===== src/verilog/coh_cfg.svh =====
// ram latency, memory depth, address width and word width macros
`ifndef COH_CFG_SVH
`define COH_CFG_SVH

// busy cycles the ram spends before its access cycle
`define COH_RAM_LAT 2

// words held by the ram array
`define COH_MEM_DEPTH 256

// byte address width on every port
`define COH_ADDR_W 32

// data word width
`define COH_WORD_W 32

`endif

===== src/verilog/coh_types_pkg.sv =====
// word, address and ramstate types with the core and ram request and response structs
`include "coh_cfg.svh"

package coh_types_pkg;

  // basic data and address words
  typedef logic [`COH_WORD_W-1:0] word_t;
  typedef logic [`COH_ADDR_W-1:0] addr_t;

  // ram progress as seen by the controller
  typedef enum logic [1:0]
  {
    FREE,
    BUSY,
    ACCESS,
    ERROR
  } ramstate_t;

  // one core toward the controller with the ifetch side first
  typedef struct packed {
    logic  iREN;
    addr_t iaddr;
    logic  dREN;
    logic  dWEN;
    addr_t daddr;
    word_t dstore;
    // msi transition strobe and write intent
    logic  cctrans;
    logic  ccwrite;
  } cpu_req_t;

  // controller back to one core
  typedef struct packed {
    logic  iwait;
    word_t iload;
    logic  dwait;
    word_t dload;
    // snoop side as plain levels
    logic  ccwait;
    logic  ccinv;
    addr_t ccsnoopaddr;
  } cpu_rsp_t;

  // controller toward ram
  typedef struct packed {
    logic  ramREN;
    logic  ramWEN;
    addr_t ramaddr;
    word_t ramstore;
  } ram_req_t;

  // ram answer
  typedef struct packed {
    word_t     ramload;
    ramstate_t ramstate;
  } ram_rsp_t;

endpackage


===== src/verilog/memory_control.sv =====
// two-core arbitration and msi snoop state machine in front of the ram
`timescale 1ns/1ps

module memory_control (
  input  logic                    CLK,
  input  logic                    nRST,
  input  coh_types_pkg::cpu_req_t cpu_req [2],
  output coh_types_pkg::cpu_rsp_t cpu_rsp [2],
  output coh_types_pkg::ram_req_t ram_req,
  input  coh_types_pkg::ram_rsp_t ram_rsp
);
  import coh_types_pkg::*;

  typedef enum logic [3:0]
  {
    IDLE,
    INSTRUCTION,
    ARBITRATE,
    STORE_1,
    STORE_2,
    SNOOP,
    CACHE_1,
    CACHE_2,
    LOAD_1,
    LOAD_2
  } state_t;

  state_t state, next_state;

  // lru points at the core preferred next
  logic lru, next_lru;
  // requester of the current read whose partner gets snooped
  logic snooper, next_snooper;
  logic snoopy;

  // one word finished at the ram this cycle
  logic done;

  // winners per request kind with the lru core first
  logic ipick, spick, rpick, upick;
  logic any_iren, any_dwen, any_dren, any_trans;

  assign snoopy = ~snooper;
  assign done   = (ram_rsp.ramstate == ACCESS);

  assign any_iren  = cpu_req[0].iREN | cpu_req[1].iREN;
  assign any_dwen  = cpu_req[0].dWEN | cpu_req[1].dWEN;
  assign any_dren  = cpu_req[0].dREN | cpu_req[1].dREN;
  assign any_trans = cpu_req[0].cctrans | cpu_req[1].cctrans;

  assign ipick = cpu_req[lru].iREN    ? lru : ~lru;
  assign spick = cpu_req[lru].dWEN    ? lru : ~lru;
  assign rpick = cpu_req[lru].dREN    ? lru : ~lru;
  assign upick = cpu_req[lru].cctrans ? lru : ~lru;

  always_ff @(posedge CLK, negedge nRST)
  begin
    if (!nRST)
    begin
      state   <= IDLE;
      lru     <= 1'b0;
      snooper <= 1'b0;
    end
    else
    begin
      state   <= next_state;
      lru     <= next_lru;
      snooper <= next_snooper;
    end
  end

  // next state
  always_comb
  begin
    next_state   = state;
    next_snooper = snooper;

    case (state)
      IDLE:
      begin
        // writebacks first, then coherence traffic, then fetches
        if (any_dwen)
          next_state = STORE_1;
        else if (any_trans || any_dren)
          next_state = ARBITRATE;
        else if (any_iren)
          next_state = INSTRUCTION;
      end

      INSTRUCTION:
      begin
        if (done)
          next_state = IDLE;
      end

      STORE_1:
      begin
        if (done)
          next_state = STORE_2;
      end

      STORE_2:
      begin
        if (done)
          next_state = IDLE;
      end

      ARBITRATE:
      begin
        // a read goes on to snoop while a bare upgrade ends here
        if (any_dren)
        begin
          next_state   = SNOOP;
          next_snooper = rpick;
        end
        else
        begin
          next_state = IDLE;
        end
      end

      SNOOP:
      begin
        // cctrans from the snooped core means it holds the block
        if (cpu_req[snoopy].cctrans)
          next_state = CACHE_1;
        else
          next_state = LOAD_1;
      end

      CACHE_1:
      begin
        if (done)
          next_state = CACHE_2;
      end

      CACHE_2:
      begin
        if (done)
          next_state = IDLE;
      end

      LOAD_1:
      begin
        if (done)
          next_state = LOAD_2;
      end

      LOAD_2:
      begin
        if (done)
          next_state = IDLE;
      end

      default:
      begin
        next_state = IDLE;
      end
    endcase
  end

  // outputs and lru update
  always_comb
  begin
    for (int i = 0; i < 2; i++)
    begin
      cpu_rsp[i].iwait       = 1'b1;
      cpu_rsp[i].iload       = '0;
      cpu_rsp[i].dwait       = 1'b1;
      cpu_rsp[i].dload       = '0;
      cpu_rsp[i].ccwait      = 1'b0;
      cpu_rsp[i].ccinv       = 1'b0;
      cpu_rsp[i].ccsnoopaddr = '0;
    end
    ram_req  = '0;
    next_lru = lru;

    case (state)
      INSTRUCTION:
      begin
        ram_req.ramREN       = any_iren;
        ram_req.ramaddr      = cpu_req[ipick].iaddr;
        cpu_rsp[ipick].iload = ram_rsp.ramload;
        if (done && any_iren)
        begin
          cpu_rsp[ipick].iwait = 1'b0;
          next_lru             = ~ipick;
        end
      end

      STORE_1, STORE_2:
      begin
        // two-word writeback with daddr stepped by the core between words
        ram_req.ramWEN   = any_dwen;
        ram_req.ramaddr  = cpu_req[spick].daddr;
        ram_req.ramstore = cpu_req[spick].dstore;
        if (done && any_dwen)
        begin
          cpu_rsp[spick].dwait = 1'b0;
          if (state == STORE_2)
            next_lru = ~spick;
        end
      end

      ARBITRATE:
      begin
        if (any_dren)
        begin
          // freeze the other core and show it the wanted block
          cpu_rsp[~rpick].ccwait      = 1'b1;
          cpu_rsp[~rpick].ccsnoopaddr = cpu_req[rpick].daddr;
        end
        else if (any_trans)
        begin
          // s to m upgrade kills the other copy and releases the core now
          cpu_rsp[~upick].ccinv       = 1'b1;
          cpu_rsp[~upick].ccsnoopaddr = cpu_req[upick].daddr;
          cpu_rsp[upick].dwait        = 1'b0;
          next_lru                    = ~upick;
        end
      end

      SNOOP:
      begin
        cpu_rsp[snoopy].ccwait      = 1'b1;
        cpu_rsp[snoopy].ccsnoopaddr = cpu_req[snooper].daddr;
      end

      CACHE_1, CACHE_2:
      begin
        // cache to cache transfer with the same word written back to ram
        cpu_rsp[snoopy].ccwait      = 1'b1;
        cpu_rsp[snoopy].ccsnoopaddr = cpu_req[snooper].daddr;
        cpu_rsp[snooper].dload      = cpu_req[snoopy].dstore;
        // requester writing means the supplier must drop its line
        cpu_rsp[snoopy].ccinv       = cpu_req[snooper].ccwrite;
        ram_req.ramWEN              = 1'b1;
        ram_req.ramaddr             = cpu_req[snooper].daddr;
        ram_req.ramstore            = cpu_req[snoopy].dstore;
        if (done)
        begin
          // both cores step to the next word together
          cpu_rsp[snooper].dwait = 1'b0;
          cpu_rsp[snoopy].dwait  = 1'b0;
          if (state == CACHE_2)
            next_lru = ~snooper;
        end
      end

      LOAD_1, LOAD_2:
      begin
        // snoop missed so the block comes from ram
        cpu_rsp[snoopy].ccwait = 1'b1;
        ram_req.ramREN         = 1'b1;
        ram_req.ramaddr        = cpu_req[snooper].daddr;
        cpu_rsp[snooper].dload = ram_rsp.ramload;
        if (done)
        begin
          cpu_rsp[snooper].dwait = 1'b0;
          if (state == LOAD_2)
            next_lru = ~snooper;
        end
      end

      default:
      begin
      end
    endcase
  end

endmodule


===== config.mk =====
export PLATFORM = sky130hd
export DESIGN_NAME = memory_control
export DESIGN_NICKNAME = d
export VERILOG_FILES = /design/src/verilog/coh_types_pkg.sv /design/src/verilog/memory_control.sv
export VERILOG_INCLUDE_DIRS = /design/src /design/src/verilog
export SDC_FILE = /design/constraint.sdc
export NUM_CORES = 1
export LEC_CHECK = 0
export BUFFER_PORTS_ARGS = -buffer_cell sky130_fd_sc_hd__buf_2
export CAP_MARGIN = 20
export CORE_AREA = 8 8 191 193
export DETAILED_ROUTE_END_ITERATION = 6
export DIE_AREA = 0 0 199 201
export GPL_ROUTABILITY_DRIVEN = 1
export HOLD_SLACK_MARGIN = 0.05
export SLEW_MARGIN = 20
export SYNTH_ARGS = -nofsm -noshare
export SYNTH_HDL_FRONTEND = slang
export SYNTH_SLANG_ARGS = --single-unit

===== constraint.sdc =====
create_clock -name CLK -period 2.6 [get_ports CLK]
set_input_delay 0.65 -clock CLK [delete_from_list [all_inputs] [get_ports CLK]]
set_output_delay 0.65 -clock CLK [all_outputs]
set_load 0.01 [all_outputs]

==> flow_summary.ini <==
[run_status]
status = complete, but fails checks
violations = negative setup slack

[grt]
grt_pass1_wl_um = 50040
grt_antenna_before_repair = 8
track_usage = 0.1652
grt_pass1_vias = 7561
grt_max_degree = 34
grt-ovfl-total = 0

[sta]
slew_violations = 0
worstMarginPinSlew_ps = 666.4
fin_skew_ps = 3.866
slew_headroom = 0.5547
max_freq_mhz = 355.7
hold_violations = 0
final.setup.worst_slack_ps = -211.2
setup_violations = 189
period_needed_ps = 2811
period_share = 1.081
rsz0062_at_grt = true
whs_ps = 239.8
fin_tns_setup_ps = -16940

[finish]
fill_cells = 3524
post_route_cells_drive_above_1_share = 0.6747
multi_input_area_mm2 = 0.003631
fin_util = 0.2782
synthToLayoutAreaGrowth_pct = 155.6
seqCellArea_um2 = 151.4
final_nets = 1365

[synthesis]
yosysWarningCount = 0
yosysTopAreaCell = a22o_1
synth_top_area_frac = 0.2321
synth_nets = 790
syn_area_mm2 = 0.003622
syn_area_per_cell_um2 = 6.562
synth_edf_count = 0
ys_ff_latch = 6
ys_top_cells_by_area = a22o_1, and2_1, a221o_1, nand2_1, a21oi_1
yosysSeqAreaShare = 0.04145
async_flop_share = 1.000
netlist_instances = 552
synth_flop_cell = dfrtp_1
ys_types = 46

[detailed_routing]
num_vias = 7471
totalWireLength_um = 40600
ant_nets = 0
vias_per_cell = 4.747
drt_iter0_drc = 578
drc_errors = 0
wl_per_cell_um = 25.79
drt_pre_antenna_iters = 5

[clock_tree]
htree_levels = 1
hold_buffers = 0
cts.sink_count = 6
cts_made_buffers = 3
cts-root-buf = clkbuf_16
clock_latency_ps = 230
cts_tree = done
clk_pin_slew_ps = 40
ctsLongestPathBuffers = 2

[power_and_ir_drop]
p_leak_uw = 0.004890
ir_drop_mv = 0.5114
switchingPower_uw = 4712
powerDensity_mw_per_mm2 = 1043
swShare = 0.4877
clock_power_share = 0.026
intPower_uw = 4949
pwr-share-seq = 0.020
pwr-share-comb = 0.953

[job]
drv_cap = 0

[floorplan]
rows = 67
start_util = 0.1088
core_area_mm2 = 0.03328
ios = 504
die_x_um = 199
die_h_um = 201
die-area_mm2 = 0.04000

[worst_setup_path]
critPathCaptureType = primary output
cp.required_ps = 1950
cp_max_fo = 5
crit_type = reg -> out
critical_path.startpoint_type = register
critical_path_arrival_ps = 2160

[placement]
dpl.hpwl_um = 28700
place.port_buffers = 503
pre_cts_slack_ps = -243.7
place.gp.congestion = 0.9875

[hold_path]
hold_class = in -> async
placed cells by master (no fill, tap or decap), types with 2 or more instances in the layout:
master / instances
nor3_1: 4
buf_4: 69
a21o_1: 2
nand2_1: 75
nand3_1: 2
buf_16: 5
buf_2: 399
nor3b_1: 2
a221o_1: 32
or2_2: 2
a21oi_1: 42
a22oi_1: 5
a21oi_4: 2
o22ai_1: 2
nor2_2: 2
a211oi_4: 2
and2_1: 29
and2_4: 67
nand2_2: 2
inv_1: 5
nor2b_4: 2
clkbuf_16: 12
nand3b_1: 2
buf_12: 26
a22o_4: 15
o21ai_0: 9
o31a_1: 2
nand2b_4: 3
dfrtp_1: 5
a22o_1: 81
a21oi_2: 4
nor2b_1: 33
buf_8: 3
o211ai_1: 4
mux2i_4: 2
buf_6: 119
nor2_1: 14
nor2_4: 5
nand2b_1: 5
mux2_2: 5
flip-flops by register name, summed over array words and instances (netlist names):
signal   cells
state        4
lru          1
snooper      1
repair_timing:
| item | CTS | global route |
|---|---|---|
| endpoints found under the setup margin | 224 | 228 |
| gates resized for setup | 101 | 191 |
| pin swaps | 22 | 89 |
| gates cloned | 10 | 13 |
| setup buffers | 28 | 21 |
cell families (layout without fill, tap and decap cells):
family | Yosys count | count (layout) | synth area share
simple gates | 260 | 260 | 0.3813
compound gates | 210 | 211 | 0.4560
buf+inv | 68 | 640 | 0.09741
mux | 8 | 8 | 0.02383
flops | 6 | 6 | 0.04145
other cells | 0 | 1 | 0
synth_stat cells, types with 7 or more instances:
cell type and number:
a21oi_1 47, a221o_1 32, a22o_1 96, and2_1 96
buf_2 18, buf_4 7, clkbuf_1 31, nand2_1 78
nand2b_1 7, nor2_1 21, nor2b_1 35, o21ai_0 10
critical path, stage by stage (launching register included):
cell       delay [ps]
dfrtp_2           430
buf_4             150
clkbuf_16         140
buf_4             130
a21oi_2           160
o21ai_4           110
buf_12            170
buf_6             120
a221o_1           370
buf_6             140
through the flow:
step                total power [uW]  area, um^2  cells
finish                          9661        9259   1574
global route                   10170        9256   1573
CTS                             8477        8094   1545
detailed placement              6572        7111   1504
global placement                6582        7111   1504
floorplan                       3449        3622    552
power groups by stage:
stage	Clock (uW)	Sequential, uW	Combinational, uW
after floorplan	0	150	3300
after global placement	0	185	6400
after detailed placement	0	185	6390
after CTS	253	191	8030
after global routing	260	203	9700
final	253	197	9210
layer usage:
layer / global-route usage / vias to the layer above / share of wire / wire length (um)
met2: 0.3084 / 595 / 0.51 / 20660
met5: 0 / - / 0.00025 / 10
met4: 0.04474 / 2 / 0.037 / 1511
met3: 0.02548 / 113 / 0.085 / 3436
met1: 0.1901 / 3575 / 0.37 / 14980
li1: - / 3186 / - / -
cell type report:
| class | count | share of cell area |
|---|---|---|
| Clock buffer | 3 | 0.008108 |
| Inverter | 6 | 0.002432 |
| Timing Repair Buffer | 631 | 0.5201 |
| Sequential cell | 6 | 0.01635 |
| Multi-Input combinational cell | 479 | 0.3922 |
| Tap cell | 448 | 0.06054 |
| Antenna cell | 1 | 0.0002703 |
final timing paths:
kind	from	to	slack, ps	depth (start not counted)
min reg2reg	lru$_DFFE_PN0P_	lru$_DFFE_PN0P_	700	2
min in group CLK	lru$_DFFE_PN0P_	lru$_DFFE_PN0P_	700	2
max reg2reg	state[1]$_DFFE_PN0P_	lru$_DFFE_PN0P_	500	10
max	state[1]$_DFFE_PN0P_	ram_req[56]	-210	9
min	nRST	lru$_DFFE_PN0P_	240	1
max in group asynchronous	nRST	state[1]$_DFFE_PN0P_	2190	1
Power figures use the tool's default switching activity.
